--- src/design/pin_cfg_pkg.sv ---
package pin_cfg_pkg;

  localparam int max_pins    = 32;  // widest header bank handled
  localparam int stretch_len = 32;  // wMEM_CLK edges before the bank goes live

  // function select held per header pin
  typedef enum logic [1:0]
  {
    PIN_GPIO  = 2'd0,  // plain gpio from dir and out bits
    PIN_PWM   = 2'd1,  // pwm block drives the pin
    PIN_I2C   = 2'd2,  // i2c buses 0 to 2
    PIN_LANES = 2'd3   // i2c3, spi masters and npix
  } pin_mode_t;

  localparam int mode_w = $bits(pin_mode_t);  // bits per pin in mode_vec

  typedef logic [$clog2(max_pins)-1:0] pin_idx_t;  // pin number on the config port

endpackage

--- src/design/pin_map_pkg.sv ---
package pin_map_pkg;

  typedef logic [7:0] i2c_vec_t;   // bit 2n scl, bit 2n+1 sda of bus n
  typedef logic [4:0] spi_vec_t;   // one bit per spi master
  typedef logic [4:0] npix_vec_t;  // pixel data
  typedef logic [2:0] byp_vec_t;   // radio bypass lanes

  // bypass lane bits
  localparam int byp_miso = 0;
  localparam int byp_tx   = 1;
  localparam int byp_ack  = 2;

  // header pins the radio can take over in gpio mode
  localparam int byp_pin_miso = 18;  // radio miso back to sam
  localparam int byp_pin_tx   = 21;  // radio uart tx
  localparam int byp_pin_ack  = 12;  // handshake ack from radio

  localparam int i2c_first_pin = 16;  // i2c bit 0 lands here
  localparam int i2c_mux_bits  = 6;   // buses 0 to 2, scl and sda

  localparam int min_pins = 23;  // last lane pin is 22

  // slot offsets on the lane bus built in pin_func_select
  localparam int lane_i2c3 = 0;   // scl then sda
  localparam int lane_mosi = 2;
  localparam int lane_sck  = 7;
  localparam int lane_cs   = 12;
  localparam int lane_npix = 17;
  localparam int lane_w    = 22;

  // lane bus slot feeding a pin in lane mode, -1 when none
  function automatic int lane_slot(int pin);
    int slot;
    slot = -1;
    if (pin > 0 && pin < min_pins)
    begin
      case (pin)
        1:  slot = lane_i2c3;
        2:  slot = lane_i2c3 + 1;
        3:  slot = lane_mosi;
        4:  slot = lane_sck;
        5:  slot = lane_cs;
        6:  slot = lane_mosi + 1;
        7:  slot = lane_npix;
        8:  slot = lane_npix + 1;
        9:  slot = lane_sck + 1;
        10: slot = lane_cs + 1;
        11: slot = lane_mosi + 2;
        12: slot = lane_sck + 2;
        13: slot = lane_cs + 2;
        14: slot = lane_mosi + 3;
        15: slot = lane_npix + 2;
        16: slot = lane_npix + 3;
        17: slot = lane_sck + 3;
        18: slot = lane_cs + 3;
        19: slot = lane_mosi + 4;
        20: slot = lane_npix + 4;
        21: slot = lane_sck + 4;
        22: slot = lane_cs + 4;
        default: slot = -1;
      endcase
    end
    return slot;
  endfunction

  // i2c_out bit feeding a pin in i2c mode, -1 when none
  function automatic int i2c_slot(int pin);
    int slot;
    slot = -1;
    if (pin >= i2c_first_pin && pin < i2c_first_pin + i2c_mux_bits)
      slot = pin - i2c_first_pin;
    return slot;
  endfunction

  // bypass lane owning a pin, -1 when none
  function automatic int byp_slot(int pin);
    int slot;
    case (pin)
      byp_pin_miso: slot = byp_miso;
      byp_pin_tx:   slot = byp_tx;
      byp_pin_ack:  slot = byp_ack;
      default:      slot = -1;
    endcase
    return slot;
  endfunction

endpackage

--- src/design/pin_cfg_decode.sv ---
module pin_cfg_decode #(
  parameter int num_pins = 23
) (
  input  logic                                    wMEM_CLK,
  input  logic                                    reset,
  input  logic                                    cfg_wr,        // one pin per strobe
  input  pin_cfg_pkg::pin_idx_t                   cfg_pin,
  input  pin_cfg_pkg::pin_mode_t                  cfg_mode,
  input  logic                                    cfg_dir,       // 1 drives in gpio mode
  input  logic                                    cfg_out,
  output logic [pin_cfg_pkg::mode_w*num_pins-1:0] mode_vec,      // two bits per pin
  output logic [num_pins-1:0]                     dir_vec,
  output logic [num_pins-1:0]                     gpio_out_vec,
  output logic                                    ready          // bank live
);

  localparam int cnt_w = $clog2(pin_cfg_pkg::stretch_len);

  // stretcher runs once after reset, then stays live
  typedef enum logic
  {
    ST_STRETCH = 1'b0,
    ST_LIVE    = 1'b1
  } cfg_state_t;

  cfg_state_t       state;
  logic [cnt_w-1:0] stretch_cnt;  // edges seen since reset fell
  logic             cfg_hit;      // write accepted this edge

  assign ready = (state == ST_LIVE);

  // out of range pin numbers fall on the floor
  assign cfg_hit = cfg_wr && ready && (int'(cfg_pin) < num_pins);

  // reset stretcher
  always_ff @(posedge wMEM_CLK)
  begin
    if (reset)
    begin
      state       <= ST_STRETCH;
      stretch_cnt <= '0;
    end
    else if (state == ST_STRETCH)
    begin
      stretch_cnt <= stretch_cnt + 1'b1;
      if (stretch_cnt == cnt_w'(pin_cfg_pkg::stretch_len - 1))
        state <= ST_LIVE;  // ready high after this edge
    end
  end

  // per-pin config, gpio input with out low after reset
  always_ff @(posedge wMEM_CLK)
  begin
    if (reset)
    begin
      mode_vec     <= {num_pins{pin_cfg_pkg::PIN_GPIO}};
      dir_vec      <= '0;  // all inputs
      gpio_out_vec <= '0;
    end
    else if (cfg_hit)
    begin
      mode_vec[cfg_pin*pin_cfg_pkg::mode_w +: pin_cfg_pkg::mode_w] <= cfg_mode;
      dir_vec[cfg_pin]      <= cfg_dir;
      gpio_out_vec[cfg_pin] <= cfg_out;
    end
  end

endmodule

--- src/design/pin_drive_stage.sv ---
module pin_drive_stage #(
  parameter int num_pins = 23
) (
  input  logic                wMEM_CLK,
  input  logic                reset,
  input  logic [num_pins-1:0] sel_out,  // from pin_func_select
  input  logic [num_pins-1:0] sel_oe,
  input  logic [num_pins-1:0] pin_in,   // raw header levels, async
  output logic [num_pins-1:0] pin_out,
  output logic [num_pins-1:0] pin_oe,   // 1 drives pin_out onto the pin
  output logic [num_pins-1:0] gpio_in
);

  logic [num_pins-1:0] pin_in_meta;  // first sync flop

  // output register, pins float while in reset
  always_ff @(posedge wMEM_CLK)
  begin
    if (reset)
    begin
      pin_out <= '0;
      pin_oe  <= '0;
    end
    else
    begin
      pin_out <= sel_out;
      pin_oe  <= sel_oe;
    end
  end

  // two flop synchronizer on the header inputs
  always_ff @(posedge wMEM_CLK)
  begin
    pin_in_meta <= pin_in;
    gpio_in     <= pin_in_meta;  // two edges behind pin_in
  end

endmodule

--- src/design/pin_func_select.sv ---
module pin_func_select #(
  parameter int num_pins = 23
) (
  input  logic [pin_cfg_pkg::mode_w*num_pins-1:0] mode_vec,
  input  logic [num_pins-1:0]                     dir_vec,
  input  logic [num_pins-1:0]                     gpio_out_vec,
  input  logic [num_pins-1:0]                     pwm,          // one pwm channel per pin
  input  pin_map_pkg::i2c_vec_t                   i2c_out,
  input  pin_map_pkg::i2c_vec_t                   i2c_en,
  input  pin_map_pkg::spi_vec_t                   spi_mosi,
  input  pin_map_pkg::spi_vec_t                   spi_sck,
  input  pin_map_pkg::spi_vec_t                   spi_cs,
  input  pin_map_pkg::npix_vec_t                  npix,
  input  pin_map_pkg::byp_vec_t                   nina_bypass,  // radio owns the pin
  input  pin_map_pkg::byp_vec_t                   nina_in,
  output logic [num_pins-1:0]                     sel_out,
  output logic [num_pins-1:0]                     sel_oe
);

  logic [pin_map_pkg::lane_w-1:0] lane_bus;  // lane mode sources in slot order
  logic [pin_map_pkg::lane_w-1:0] lane_en;   // enable for each slot

  // i2c bus 3 sits in the top two bits of the i2c vectors
  assign lane_bus = {npix, spi_cs, spi_sck, spi_mosi, i2c_out[7:6]};
  assign lane_en  = {{(pin_map_pkg::lane_w - 2){1'b1}}, i2c_en[7:6]};

  for (genvar p = 0; p < num_pins; p++)
  begin : g_pin
    localparam int lane_i  = pin_map_pkg::lane_slot(p);
    localparam int i2c_i   = pin_map_pkg::i2c_slot(p);
    localparam int byp_i   = pin_map_pkg::byp_slot(p);
    localparam bit idle_oe = (p != 0);  // pin 0 floats in i2c and lane modes

    pin_cfg_pkg::pin_mode_t mode;
    logic                   lane_o;
    logic                   lane_e;
    logic                   i2c_o;
    logic                   i2c_e;
    logic                   byp_on;
    logic                   byp_o;
    logic                   pin_o;
    logic                   pin_e;

    assign mode = pin_cfg_pkg::pin_mode_t'(
                    mode_vec[p*pin_cfg_pkg::mode_w +: pin_cfg_pkg::mode_w]);

    if (lane_i >= 0)
    begin : g_lane
      assign lane_o = lane_bus[lane_i];
      assign lane_e = lane_en[lane_i];  // from i2c_en on pins 1 and 2
    end
    else
    begin : g_no_lane
      assign lane_o = 1'b0;
      assign lane_e = idle_oe;
    end

    if (i2c_i >= 0)
    begin : g_i2c
      assign i2c_o = i2c_out[i2c_i];
      assign i2c_e = i2c_en[i2c_i];
    end
    else
    begin : g_no_i2c
      assign i2c_o = 1'b0;
      assign i2c_e = idle_oe;
    end

    if (byp_i >= 0)
    begin : g_byp
      assign byp_on = nina_bypass[byp_i];
      assign byp_o  = nina_in[byp_i];
    end
    else
    begin : g_no_byp
      assign byp_on = 1'b0;  // pin has no radio lane
      assign byp_o  = 1'b0;
    end

    always_comb
    begin
      case (mode)
        pin_cfg_pkg::PIN_GPIO:
        begin
          if (byp_on)
          begin
            pin_o = byp_o;  // radio passthrough
            pin_e = 1'b1;
          end
          else
          begin
            pin_o = gpio_out_vec[p];
            pin_e = dir_vec[p];
          end
        end
        pin_cfg_pkg::PIN_PWM:
        begin
          pin_o = pwm[p];
          pin_e = 1'b1;
        end
        pin_cfg_pkg::PIN_I2C:
        begin
          pin_o = i2c_o;
          pin_e = i2c_e;
        end
        default:
        begin
          pin_o = lane_o;  // lane mode
          pin_e = lane_e;
        end
      endcase
    end

    assign sel_out[p] = pin_o;
    assign sel_oe[p]  = pin_e;
  end

endmodule

--- src/design/sam_pin_mux_top.sv ---
module sam_pin_mux_top #(
  parameter int num_pins = 23  // 23 to 32
) (
  input  logic                   wMEM_CLK,
  input  logic                   reset,
  input  logic                   cfg_wr,
  input  pin_cfg_pkg::pin_idx_t  cfg_pin,
  input  pin_cfg_pkg::pin_mode_t cfg_mode,
  input  logic                   cfg_dir,
  input  logic                   cfg_out,
  input  logic [num_pins-1:0]    pwm,
  input  pin_map_pkg::i2c_vec_t  i2c_out,
  input  pin_map_pkg::i2c_vec_t  i2c_en,
  input  pin_map_pkg::spi_vec_t  spi_mosi,
  input  pin_map_pkg::spi_vec_t  spi_sck,
  input  pin_map_pkg::spi_vec_t  spi_cs,
  input  pin_map_pkg::npix_vec_t npix,
  input  pin_map_pkg::byp_vec_t  nina_bypass,
  input  pin_map_pkg::byp_vec_t  nina_in,
  input  logic [num_pins-1:0]    pin_in,
  output logic [num_pins-1:0]    pin_out,
  output logic [num_pins-1:0]    pin_oe,
  output logic [num_pins-1:0]    gpio_in,
  output logic                   ready
);

  logic [pin_cfg_pkg::mode_w*num_pins-1:0] mode_vec;  // per-pin function select
  logic [num_pins-1:0]                     dir_vec;
  logic [num_pins-1:0]                     gpio_out_vec;
  logic [num_pins-1:0]                     sel_out;   // unregistered pin drive
  logic [num_pins-1:0]                     sel_oe;

  pin_cfg_decode #(
    .num_pins     (num_pins)
  ) pin_cfg_decode_inst (
    .wMEM_CLK     (wMEM_CLK),
    .reset        (reset),
    .cfg_wr       (cfg_wr),
    .cfg_pin      (cfg_pin),
    .cfg_mode     (cfg_mode),
    .cfg_dir      (cfg_dir),
    .cfg_out      (cfg_out),
    .mode_vec     (mode_vec),
    .dir_vec      (dir_vec),
    .gpio_out_vec (gpio_out_vec),
    .ready        (ready)
  );

  pin_func_select #(
    .num_pins     (num_pins)
  ) pin_func_select_inst (
    .mode_vec     (mode_vec),
    .dir_vec      (dir_vec),
    .gpio_out_vec (gpio_out_vec),
    .pwm          (pwm),
    .i2c_out      (i2c_out),
    .i2c_en       (i2c_en),
    .spi_mosi     (spi_mosi),
    .spi_sck      (spi_sck),
    .spi_cs       (spi_cs),
    .npix         (npix),
    .nina_bypass  (nina_bypass),
    .nina_in      (nina_in),
    .sel_out      (sel_out),
    .sel_oe       (sel_oe)
  );

  pin_drive_stage #(
    .num_pins     (num_pins)
  ) pin_drive_stage_inst (
    .wMEM_CLK     (wMEM_CLK),
    .reset        (reset),
    .sel_out      (sel_out),
    .sel_oe       (sel_oe),
    .pin_in       (pin_in),
    .pin_out      (pin_out),
    .pin_oe       (pin_oe),
    .gpio_in      (gpio_in)
  );

endmodule

--- config.mk ---
export PLATFORM = sky130hd
export DESIGN_NAME = sam_pin_mux_top
export DESIGN_NICKNAME = d
export VERILOG_FILES = /design/src/design/pin_cfg_pkg.sv /design/src/design/pin_map_pkg.sv /design/src/design/pin_cfg_decode.sv /design/src/design/pin_drive_stage.sv /design/src/design/pin_func_select.sv /design/src/design/sam_pin_mux_top.sv
export SDC_FILE = /design/constraint.sdc
export NUM_CORES = 1
export LEC_CHECK = 0
export CAP_MARGIN = 20
export CORE_MARGIN = 2
export CORE_UTILIZATION = 50
export CTS_BUF_LIST = sky130_fd_sc_hd__clkbuf_8 sky130_fd_sc_hd__clkbuf_16
export DETAILED_ROUTE_END_ITERATION = 16
export DONT_BUFFER_PORTS = 1
export PLACE_DENSITY_LB_ADDON = 0.3
export SLEW_MARGIN = 20
export SYNTH_ARGS = -nofsm -noshare
export SYNTH_HDL_FRONTEND = slang
export SYNTH_HIERARCHICAL = 1
export SYNTH_SLANG_ARGS = --single-unit
--- constraint.sdc ---
create_clock -name wMEM_CLK -period 2.8 [get_ports wMEM_CLK]
set_clock_uncertainty 0.1 [all_clocks]
set_input_delay 0.56 -clock wMEM_CLK [delete_from_list [all_inputs] [get_ports wMEM_CLK]]
set_output_delay 0.56 -clock wMEM_CLK [all_outputs]
set_load 0.005 [all_outputs]
; ---- Yosys cells after proc, flatten, opt, wreduce, memory -nomap -nowiden
; Index checks and enable logic that the tools add are counted.
[classes]
n_eq_ne = 46
n_reduce_logical = 28
bitwise = 0
add_sub_neg = 2
n_div = 0
n_mux = 59
shift = 2
n_mul = 0
magnitude_cmp = 3
[ops]
columns = operator, count
row1 = $pmux W1 S3, 22
row2 = $bwmux W23, 2
row3 = $bwmux W46, 1
row4 = $eq A2 B1 Y1 const B, 23
row5 = $logic_not A2 Y1, 23
row6 = $shift A2 B34 Y46 const A, 1
row7 = $shiftx A2 B34 Y46, 1
row8 = $eq A2 B2 Y1 const B, 22
row9 = $neg A6 Y34, 1
row10 = $mux W1, 23
row11 = $pmux W1 S2, 10
row12 = $lt A5 B6 Y1 const B, 1
row13 = $add A5 B1 Y5 const B, 1
row14 = $demux W1 S5, 1
row15 = $eq A5 B5 Y1 const B, 1
row16 = $ge A5 B1 Y1 const B, 1
row17 = $lt A5 B5 Y1 const B, 1
row18 = $reduce_or A2 Y1, 2
row19 = $logic_and A1 B1 Y1, 3
[totals]
ramBits = 0
register_bits = 190
inputBits = 100
mem_count = 0
latch_bits = 0
romBits = 0
output_inout_bits = 70

; ---- Logic depth before layout (Yosys ltp)
; Gate-level depths: netlist of the first run.
[logic_depth]
word_depth = 5
depth_mapped = 12

; ---- Hierarchy
; The synthesis of the first run kept the hierarchy.
[modules_own_cells]
columns = module, seq_area_each_um2, cells_per_inst, area_per_inst_um2, instances
row1 = pin_cfg_decode, 1961.9, 499, 4356.7, 1
row2 = pin_drive_stage, 1841.8, 142, 2150.8, 1
row3 = pin_func_select, 0.0, 151, 1152.4, 1

; ---- Worst setup path before layout of the first run
; Ideal clock, no wire load.
[synth_timing]
kind = input -> register
startpoint = input port cfg_pin[0]
endpoint = register pin_cfg_decode_inst/mode_vec[15] (netlist name)
arrival_time_ps = 2775
t_required_ps = 2579
path_stages = 12
path_buffers = 3
path_slack_ps = -196
cell_sequence = buf_2 inv_1 ha_1 buf_2 nand2b_1 nor2_1 ha_1 clkbuf_1 nor4b_4 nand2_2 or4_4 mux2i_1
[synth_via]
elab_chain_len = 3
word_cells_on_any_way = 6
cone_classes = add/sub (1) / order compare (1) / shift (2) / mux (1) / reduce/logical (1)
[synth_rtl]
columns = item, line
row1 = start: declaration, sam_pin_mux_top.sv:7  ; input pin_cfg_pkg::pin_idx_t cfg_pin,
row2 = $neg A6 Y34, pin_cfg_decode.sv:62  ; mode_vec[cfg_pin*pin_cfg_pkg::mode_w +: pin_cfg_pkg::mode_w] <= cfg_mode;
row3 = $shiftx A2 B34 Y46 or $shift A2 B34 Y46 (tied branches), pin_cfg_decode.sv:62
row4 = $bwmux W46, pin_cfg_decode.sv:62
row5 = end signal: assignment, pin_cfg_decode.sv:56  ; mode_vec <= {num_pins{pin_cfg_pkg::PIN_GPIO}};
row6 = end signal: indexed assignment, pin_cfg_decode.sv:62
row7 = end: declaration, pin_cfg_decode.sv:11  ; output logic [pin_cfg_pkg::mode_w*num_pins-1:0] mode_vec,
; Several ways; a longest one is shown, not always the timed one.
; A chain may end at the register's enable or synchronous reset.

; ---- Worst setup path in the final report of the first run
[layout_timing]
startpoint = input port cfg_pin[1]
endpoint = register pin_cfg_decode_inst/mode_vec[15] (netlist name)
; Same word-level chain as after synthesis.

==> results.sh, run 1 <==
export IMPL_status="complete, no violations"
export IMPL_coreArea_um2=15100
export IMPL_num_io_pins=170
export IMPL_clkPwrFrac_pct=45.8
export IMPL_power_switching_mw=1.25
export IMPL_final_max_slew_violation_count=0
export IMPL_gp_congestion=0.849
export IMPL_cts_made_buffers=17
export IMPL_clock_path_buffers=2
export IMPL_cts_resized=0
export IMPL_post_cts_buffers=0
export IMPL_ir_drop_mv=0.438
export IMPL_routed_via_density=5.51
export IMPL_p_int_mw=4.09
export IMPL_drive_gt1_share_pct=8.54
export IMPL_io_buffer_count=0
export IMPL_final_antenna_net_count=0
export IMPL_synthCells=792
export IMPL_async_flop_share_pct=0
export IMPL_hp_start="pin_in[4]"
export IMPL_comb_power_share_pct=2.5
export IMPL_root_buffer="clkbuf_16"
export IMPL_drt_wirelength_per_cell_um=18.3
export IMPL_grt_ovfl_total=0
export IMPL_setup_tns_ns=0
export IMPL_holdPathEnd="pin_drive_stage_inst/pin_in_meta[4]"
export IMPL_r2r_slack_ns=0.73
export IMPL_first_iter_violations=273
export IMPL_clock_fmax_mhz=474
export IMPL_cap_violations=0
export IMPL_avgSynthCellArea_um2=9.67
export IMPL_synth_edf_count=0
export IMPL_worst_pin_slew_ns=0.847
export IMPL_fin_crit_ns=2.11
export IMPL_grt_pass1_wl_mm=26.5
export IMPL_maxSlewHeadroom_pct=43.5
export IMPL_yosysSeqAreaShare_pct=49.7
export IMPL_finalCritPeriodShare_pct=75.3
export IMPL_insertion_delay_ns=0.43
export IMPL_critPathKind="input pin to flop"
export IMPL_r2r_cells=5
export IMPL_synth_cell_types=50
export IMPL_hold_path_class="input pin to flop"
export IMPL_rsz0062_at_grt="no"
export IMPL_dp_hpwl_mm=12.1
export IMPL_finalPower_mw=5.34
export IMPL_r2r_start="pin_cfg_decode_inst/ready"
export IMPL_cts_sinks=190
export IMPL_start_util_pct=50.8
export IMPL_synth_flop_cell="dfxtp_1"
export IMPL_cp_arrival_ns=2.31
export IMPL_post_route_drc_count=0
export IMPL_dp_cells=905
export IMPL_nets=849
export IMPL_startpoint_type="input pin"
export IMPL_min_path_cells=0
export IMPL_end_kind="flop"
export IMPL_swShare_pct=23.4
export IMPL_cts_tree="done"
export IMPL_setup_violations_final=0
export IMPL_path_clk_slew_ns=0.08
export IMPL_htree_levels=4
export IMPL_areaGrowthSynthToFinish_pct=5.44
export IMPL_power_density_nw_per_um2=661
export IMPL_grt_usage_pct=21.0
export IMPL_routed_wl_mm=17.1
export IMPL_grt_pass1_vias=4898
export IMPL_netlist_area_um2=7660
export IMPL_seqPwrFrac_pct=51.7
export IMPL_hold_buffers=0
export IMPL_grt_max_degree=146
export IMPL_cp_required_ns=3.01
export IMPL_die_height_um=128
export IMPL_critPathMaxFanout=10
export IMPL_reg2reg_to="pin_cfg_decode_inst/dir_vec[5]"
export IMPL_final_hold_viol_count=0
export IMPL_rows=45
export IMPL_antenna_found_initial=0
export IMPL_drt_pass1_iterations=5
export IMPL_diodes=0
export IMPL_vias=5167
export IMPL_synth_nets=905
export IMPL_instances_no_fill=937
export IMPL_dieArea_um2=16300
export IMPL_synth_seq_cells=190
export IMPL_die_w_um=128
export IMPL_yosys_warnings=6
export IMPL_p_leak_nw=3.03
==> layout by cell type (no fill, tap or decap), types with 5 or more instances in the layout <==
cell type and count:
a21oi_1 40, and2_1 5, and3_1 8, buf_4 11, clkbuf_16 17, dfxtp_1 190, ha_1 13, inv_1 7
mux2i_1 72, mux4_2 6, nand2_1 71, nand2b_1 45, nand3_1 57, nor2_1 43, nor2b_1 55, nor3_1 7
o21ai_0 26, or3_1 15
==> power groups by stage <==
stage | logic (mW) | clock network, mW | registers (mW)
2_1_floorplan | 0.142 | 0 | 2.82
3_3_place_gp | 0.133 | 0 | 2.82
5_1_grt | 0.144 | 2.63 | 2.77
4_1_cts | 0.132 | 2.52 | 2.76
3_5_place_dp | 0.132 | 0 | 2.82
6_report | 0.132 | 2.45 | 2.76
==> state kept, by name, indices dropped and copies added, names as in the netlist <==
| register | cells |
|---|---|
| pin_drive_stage_inst/pin_in_meta | 23 |
| pin_drive_stage_inst/pin_out | 23 |
| pin_cfg_decode_inst/stretch_cnt | 5 |
| pin_cfg_decode_inst/ready | 1 |
| pin_cfg_decode_inst/gpio_out_vec | 23 |
| pin_drive_stage_inst/gpio_in | 23 |
| pin_cfg_decode_inst/mode_vec | 46 |
| pin_drive_stage_inst/pin_oe | 23 |
| pin_cfg_decode_inst/dir_vec | 23 |
==> worst max path at each step <==
| stage | startpoint | to | slack (ns) |
|---|---|---|---|
| detailed placement | cfg_pin[1] | pin_cfg_decode_inst/mode_vec[15] | 0.25 |
| global route | cfg_pin[1] | pin_cfg_decode_inst/mode_vec[34] | 0.51 |
| floorplan | cfg_pin[0] | pin_cfg_decode_inst/mode_vec[15] | 0.01 |
| finish | cfg_pin[1] | pin_cfg_decode_inst/mode_vec[15] | 0.69 |
| CTS | cfg_pin[1] | pin_cfg_decode_inst/mode_vec[15] | 0.71 |
| global placement | cfg_pin[1] | pin_cfg_decode_inst/mode_vec[40] | 0.26 |
==> synth_stat cells, types with 2 or more instances <==
library cell / instances / area (µm²)
nor4_2: 2 / 25.0
a21oi_1: 40 / 200
a211o_1: 4 / 35.0
nand3_1: 57 / 285
dfxtp_1: 190 / 3800
a22oi_1: 2 / 15.0
mux2i_1: 72 / 721
ha_1: 13 / 163
xor2_1: 3 / 26.3
nor3_1: 7 / 35.0
inv_1: 8 / 30.0
buf_1: 4 / 15.0
mux2_1: 2 / 22.5
buf_4: 47 / 353
nor2_1: 43 / 161
clkbuf_1: 23 / 86.3
and3_1: 8 / 50.1
buf_2: 11 / 55.1
nand2b_1: 45 / 282
o21bai_1: 2 / 15.0
mux4_2: 6 / 135
nand2_1: 71 / 267
or3_1: 15 / 93.8
o21ai_0: 26 / 130
nand4_1: 4 / 25.0
nand3b_1: 2 / 15.0
or4_1: 2 / 15.0
and2_1: 5 / 31.3
nor2b_1: 57 / 357
==> cell type report <==
type | instances | area (µm²)
fill | 1393 | 7010
sequential | 190 | 3800
multi-input combinational | 508 | 3310
clock buffer | 17 | 425
tap | 188 | 235
clock inverter | 15 | 189
timing repair buffer | 11 | 82.6
inverter | 8 | 30.0
==> cell families (layout without fill, tap and decap cells) <==
kind of cell / count (synthesis) / after routing / synth area share, %
simple gates: 330 / 330 / 23.0
flops: 190 / 190 / 49.7
buf+inv: 94 / 51 / 7.19
mux: 81 / 81 / 11.6
compound gates: 79 / 79 / 5.70
fa+ha+maj: 13 / 13 / 2.12
xor+xnor: 5 / 5 / 0.670
==> per-layer routing <==
metal  vias up  share of wire (%)  GRT usage (%)
met2       182                 48           34.3
li1       2515                  -              -
met1      2450                 43           26.0
met3        20                7.6           7.35
met4         0                1.5           7.24
met5         -                  0              0
==> critical path, cell delays in order <==
cell and delay, ns:
inv_1 0.03, ha_1 0.18, buf_4 0.17, nor4b_2 0.16
buf_4 0.16, nor4b_4 0.30, nand2_2 0.13, or4_4 0.47
mux2i_1 0.14
==> through the flow <==
stage / instance area, µm² / setup slack [ns] / hold slack (ns) / utilization (%)
after floorplan: 7670 / 0.0104 / 0.210 / -
after global placement: 7460 / 0.260 / 0.210 / 49.5
after detailed placement: 7460 / 0.249 / 0.212 / 49.5
after CTS: 8080 / 0.711 / 0.0282 / 53.5
after global routing: 8080 / 0.508 / 0.0218 / 53.5
final: 8080 / 0.691 / 0.0487 / 53.5
Note: power is estimated with default switching activity, not from simulation.
==> run 2: changes to the inputs <==
ABC_AREA = 1   (was unset)
clock period = 1.7 ns   (was 2.8 ns; I/O delays follow)
==> run 2 against run 1 <==
  * Cell count up 57%
  * Register-to-register slack got worse by 0.64 ns
  * Critical path depth increased by 5
  * Highest routed layer unchanged
  * Clock power up 67%
  * First-iteration DRC count grew 64%
  * Flip-flop and latch count unchanged
  * Synthesized cell count rose by 46%
  * Power up 72%
  * Utilization grew 8.8 points
  * Critical endpoint is now pin_cfg_decode_inst/mode_vec[21]
  * Non-clock buffer count is 137 higher
  * Synthesized area up 8.4%
  * Global-route usage increased by 2.2 points
  * The flow now finishes with violations (negative hold slack)
==> results.sh, run 2 <==
export IMPL_status="complete, but fails checks"
export IMPL_violations="negative hold slack"
export IMPL_areaGrowthSynthToFinish_pct=23.1
export IMPL_avgSynthCellArea_um2=7.20
export IMPL_cts_sinks=190
export IMPL_cap_violations=0
export IMPL_async_flop_share_pct=0
export IMPL_rsz0062_at_grt="yes"
export IMPL_grt_ovfl_total=0
export IMPL_power_density_nw_per_um2=897
export IMPL_path_cells="clkinvlp_4 > ha_4 > inv_4 > nor2_4 > buf_4 > nand2_2 > nand4_4 > buf_4 > nor3_2 > buf_4 > nand2_1 > nand2_1 > inv_1 > nor2_1"
export IMPL_fin_hold_ws_ns=-0.128
export IMPL_instances_no_fill=1467
export IMPL_final_cell_mix="nand2_1 (218), dfxtp_1 (182), nor2_1 (178), inv_1 (143), nand3_1 (114)"
export IMPL_path_delay_family="simple AND/OR/NAND/NOR gates"
export IMPL_cpMostUsedCell="buf_4"
export IMPL_synth_nets=1267
export IMPL_post_route_drc_count=0
export IMPL_finalCritPeriodShare_pct=95.4
export IMPL_p_leak_nw=4.22
export IMPL_antenna_found_initial=0
export IMPL_nets=1347
export IMPL_synth_top_cell_by_area="dfxtp_1"
export IMPL_critPathMaxFanout=15
export IMPL_rows=47
export IMPL_num_fill_cells=1433
export IMPL_setup_violations_final=0
export IMPL_final_cell_area_um2=10200
export IMPL_dp_hpwl_mm=13.9
export IMPL_clock_fmax_mhz=616
export IMPL_first_iter_violations=447
export IMPL_die_w_um=133
export IMPL_registers_top_by_ff_count="pin_cfg_decode_inst/mode_vec"
export IMPL_cp_arrival_ns=1.89
export IMPL_synth_top_cells_by_area="dfxtp_1 (46%), nand2_1 (9.9%), nor2_1 (8.7%)"
export IMPL_maxSlewHeadroom_pct=75.5
export IMPL_ir_drop_mv=0.731
export IMPL_final_hold_viol_count=56
export IMPL_hold_path_class="input pin to flop"
export IMPL_worst_pin_slew_ns=0.365
export IMPL_drive_gt1_share_pct=15.4
export IMPL_io_buffer_count=0
export IMPL_fin_crit_ns=1.62
export IMPL_grt_max_degree=115
export IMPL_path_clk_slew_ns=0.08
export IMPL_drt_pass1_iterations=5
export IMPL_synthCells=1154
export IMPL_start_util_pct=50.6
export IMPL_cp_required_ns=1.97
export IMPL_synth_edf_count=0
export IMPL_grt_usage_pct=23.2
export IMPL_routed_via_density=5.02
export IMPL_cts_tree="done"
export IMPL_finish_utilization_pct=62.3
export IMPL_num_io_pins=170
export IMPL_startpoint_type="input pin"
export IMPL_htree_levels=4
export IMPL_final_max_slew_violation_count=0
export IMPL_crit_slowest_cell="nand4_4"
export IMPL_die_height_um=133
export IMPL_dieArea_um2=17700
export IMPL_gp_congestion=0.882
export IMPL_synthMostInstantiatedCell="nand2_1"
export IMPL_final_antenna_net_count=0
export IMPL_finalPower_mw=9.17
export IMPL_cp_buffers_inverters=6
export IMPL_dpl_cell_area_um2=8740
export IMPL_slowest_delay_ns=0.19
export IMPL_final_common_cell="nand2_1"
export IMPL_synth_seq_cells=190
export IMPL_vias=7368
export IMPL_synth_top_area_share_pct=45.8
export IMPL_register_area_um2=3820
export IMPL_multi_input_area_um2=3560
export IMPL_dp_cells=1361
export IMPL_synth_common_cells="nand2_1 (220), nor2_1 (192), dfxtp_1 (190)"
export IMPL_hold_buffers=70
export IMPL_diodes=0
export IMPL_yosysSeqAreaShare_pct=45.8
export IMPL_drt_wirelength_per_cell_um=14.1
export IMPL_clock_path_buffers=2
export IMPL_routed_wl_mm=20.6
export IMPL_largest_reg_flops=46
export IMPL_grt_pass1_vias=6669
export IMPL_critPathKind="input pin to flop"
export IMPL_cts_made_buffers=17
export IMPL_insertion_delay_ns=0.43
export IMPL_coreArea_um2=16400
export IMPL_grt_pass1_wl_mm=32.6
export IMPL_synth_cell_types=30
export IMPL_end_kind="flop"
export IMPL_netlist_area_um2=8310
export IMPL_yosys_warnings=6
export IMPL_synth_flop_cell="dfxtp_1"
export IMPL_root_buffer="clkbuf_16"
-- run 2: cell types whose count changed in the layout (fill, tap and decap cells not counted), moves of 19 or more --
cell / delta
a21oi_1: +21
buf_4: +63
dlygate4sd3_1: +68
inv_1: +136
mux2i_1: -72
nand2_1: +147
nand2b_1: -45
nand3_1: +57
nand4_1: +19
nor2_1: +135
nor2b_1: -55
o21ai_0: -19
-- run 2: final timing paths --
| check | start | endpoint | slack, ns | cells after the start |
|---|---|---|---|---|
| setup / recovery | cfg_pin[0] | pin_cfg_decode_inst/mode_vec[21] | 0.08 | 14 |
| hold / removal | reset | pin_cfg_decode_inst/ready | -0.13 | 1 |
| setup reg to reg | pin_cfg_decode_inst/mode_vec[5] | pin_drive_stage_inst/pin_out[2] | 0.09 | 7 |
| hold reg to reg | pin_drive_stage_inst/pin_in_meta[13] | pin_drive_stage_inst/gpio_in[13] | 0.23 | 0 |
-- run 2: cells by family after synthesis --
kind of cell / share of synthesized area (%)
AOI/OAI and AO/OA: 6.72
adders and majority gates: 1.96
buffers and inverters: 14.0
DFF: 45.8
and+or+nand+nor: 31.5
-- run 2: metrics by stage --
step	setup TNS (ns)	setup slack, ns
finish	0	0.0775
global route	-0.0401	-0.0253
CTS	0	0.00562
detailed placement	-21.32	-0.582
global placement	-19.50	-0.549
floorplan	-16.47	-0.380
-- run 2: final cells by class --
class	count	share of cell area [%]
multi-input combinational	718	34.8
sequential	190	37.3
inverter	159	5.99
clock inverter	15	1.92
tap	220	2.69
clock buffer	17	4.16
timing repair buffer	148	13.1
-- run 2: power breakdown --
| group | internal [mW] | leakage (nW) | switching [mW] | total, mW |
|---|---|---|---|---|
| Clock | 2.04 | 0.301 | 2.05 | 4.09 |
| Sequential | 4.52 | 1.55 | 0.0317 | 4.55 |
| Combinational | 0.244 | 2.36 | 0.297 | 0.541 |
-- run 2: repair_timing --
action	in CTS	in global routing
pin swaps	2	12
endpoints found under the hold margin	136	68
cloned	0	0
endpoints found under the setup margin	33	39
resized for setup	4	38
setup buffers	0	6
-- run 2: layer usage --
layer | wire length, µm | global-route usage (%) | part of all wire, %
met3 | 1530 | 5.94 | 7.4
met5 | 0 | 0 | 0
met2 | 9640 | 38.3 | 47
met1 | 9120 | 29.8 | 44
met4 | 358 | 7.53 | 1.7
==> run 3: changes to the inputs <==
SETUP_SLACK_MARGIN = 0.3   (was unset)
==> run 3 against run 2 <==
  * The run still ends with negative hold slack left
  * Worst hold slack worse by 0.021 ns
  * Cell count is 0.68% lower
  * Fmax fell by 1.8%
  * Die area stayed put
  * Utilization up 4.8 points
  * Non-clock buffer count fell by 10
  * Flip-flop and latch count is the same
  * Design area up 7.7%
  * Combinational power is 14% higher
  * Critical path depth up 1
  * First-iteration DRC count up 1.1%
  * Clock power barely moved
==> results.sh, run 3 (synthesis gave the netlist of run 2 again) <==
export IMPL_status="complete, but fails checks"
export IMPL_violations="negative hold slack"
export IMPL_final_common_cell="dfxtp_1"
export IMPL_path_delay_family="buffers and inverters"
export IMPL_slowest_delay_ns=0.28
export IMPL_dieArea_um2=17700
export IMPL_maxSlewHeadroom_pct=60.9
export IMPL_rows=47
export IMPL_p_leak_nw=4.52
export IMPL_hold_buffers=38
export IMPL_routed_via_density=5.14
export IMPL_grt_pass1_wl_mm=33.5
export IMPL_rsz0062_at_grt="yes"
export IMPL_fin_hold_ws_ns=-0.149
export IMPL_final_max_slew_violation_count=0
export IMPL_post_route_drc_count=0
export IMPL_grt_usage_pct=23.8
export IMPL_die_height_um=133
export IMPL_cpMostUsedCell="nor2_4"
export IMPL_vias=7482
export IMPL_power_density_nw_per_um2=841
export IMPL_grt_max_degree=115
export IMPL_htree_levels=4
export IMPL_root_buffer="clkbuf_16"
export IMPL_insertion_delay_ns=0.44
export IMPL_nets=1337
export IMPL_critPathKind="input pin to flop"
export IMPL_grt_pass1_vias=6952
export IMPL_final_hold_viol_count=74
export IMPL_cp_buffers_inverters=6
export IMPL_final_cell_mix="dfxtp_1 (168), nor2_1 (167), nand2_1 (163), inv_1 (142), nand3_1 (75)"
export IMPL_largest_reg_flops=46
export IMPL_grt_ovfl_total=0
export IMPL_clock_path_buffers=2
export IMPL_drt_pass1_iterations=5
export IMPL_cp_arrival_ns=1.88
export IMPL_clock_fmax_mhz=605
export IMPL_num_io_pins=170
export IMPL_cts_tree="done"
export IMPL_start_util_pct=50.6
export IMPL_startpoint_type="input pin"
export IMPL_drive_gt1_share_pct=28.6
export IMPL_routed_wl_mm=22.0
export IMPL_worst_pin_slew_ns=0.583
export IMPL_crit_slowest_cell="ha_4"
export IMPL_cts_sinks=190
export IMPL_coreArea_um2=16400
export IMPL_diodes=0
export IMPL_cts_made_buffers=17
export IMPL_die_w_um=133
export IMPL_areaGrowthSynthToFinish_pct=32.6
export IMPL_dp_hpwl_mm=14.1
export IMPL_final_antenna_net_count=0
export IMPL_end_kind="flop"
export IMPL_post_place_ws_ns=-0.559
export IMPL_drt_wirelength_per_cell_um=15.1
export IMPL_finish_utilization_pct=67.1
export IMPL_setup_ws_ns=0.0473
export IMPL_fin_crit_ns=1.65
export IMPL_io_buffer_count=0
export IMPL_first_iter_violations=452
export IMPL_gp_congestion=0.895
export IMPL_path_cells="clkinvlp_4 > ha_4 > inv_4 > nor2_4 > inv_2 > nor2_4 > ha_4 > buf_12 > nand3_4 > nor2_4 > buf_6 > clkbuf_16 > nand3_2 > nand2_1 > nor2_1"
export IMPL_critPathMaxFanout=15
export IMPL_hold_path_class="input pin to flop"
export IMPL_setup_violations_final=0
export IMPL_finalCritPeriodShare_pct=97.2
export IMPL_cp_required_ns=1.93
export IMPL_ir_drop_mv=0.733
export IMPL_path_clk_slew_ns=0.08
export IMPL_cap_violations=0
export IMPL_antenna_found_initial=0
export IMPL_registers_top_by_ff_count="pin_cfg_decode_inst/mode_vec"
export IMPL_setup_tns_ns=0
-- run 3: cell types whose count changed in the layout (fill, tap and decap cells not counted), moves of 14 or more --
cell | before | now
dlygate4sd3_1 | 68 | 36
dfxtp_1 | 182 | 168
buf_6 | 2 | 22
nand3_2 | 7 | 36
dfxtp_2 | 6 | 20
nand3_1 | 114 | 75
nand2_1 | 218 | 163
a21oi_1 | 61 | 35
nand2_2 | 4 | 37
nand2_4 | 2 | 23
a21oi_2 | 4 | 30
-- run 3: power breakdown --
| group | switching (mW) | internal [mW] | leakage (nW) | total [mW] |
|---|---|---|---|---|
| clock | 2.07 | 2.04 | 0.304 | 4.10 |
| combinational | 0.343 | 0.273 | 2.66 | 0.616 |
| sequential | 0.0298 | 4.51 | 1.56 | 4.54 |
-- run 3: path summary, 6_finish.rpt --
kind	start	end	slack [ns]	cells after the start
max	cfg_pin[0]	pin_cfg_decode_inst/mode_vec[27]	0.05	15
min	reset	pin_cfg_decode_inst/ready	-0.15	1
max reg2reg	pin_cfg_decode_inst/ready	pin_cfg_decode_inst/mode_vec[27]	0.10	9
min reg2reg	pin_drive_stage_inst/pin_in_meta[8]	pin_drive_stage_inst/gpio_in[8]	0.23	0
-- run 3: stage by stage --
step                total power [mW]  hold WS, ns  instance area (µm²)  cells
finish                          9.26       -0.149                11000   1457
global route                    9.57       -0.157                11000   1457
CTS                             9.30       -0.157                10200   1447
detailed placement              5.12        0.212                 8830   1364
global placement                5.11        0.209                 8830   1364
floorplan                       4.97        0.210                 8470   1154
-- run 3: repair_timing --
item                                    4_1_cts  5_1_grt
hold endpoints to repair                    137      100
endpoints found under the setup margin       83      105
gates resized for setup                      55      191
buffers inserted                             11        7
pin swaps                                    41       77
gates cloned                                  2        4
-- run 3: area by class of cell --
class | instances | area, µm²
Clock buffer | 17 | 425
Tap cell | 220 | 275
Inverter | 159 | 616
Clock inverter | 15 | 205
Timing Repair Buffer | 138 | 1450
Multi-Input combinational cell | 718 | 4210
Sequential cell | 190 | 3840
Fill cell | 1317 | 5390
-- run 3: layer usage --
metal	track usage [%]	routed length (µm)	vias up
met5	0	0	-
met4	7.71	340	0
met3	5.67	1640	36
met2	40.0	10600	269
met1	30.1	9450	3446
li1	-	-	3731
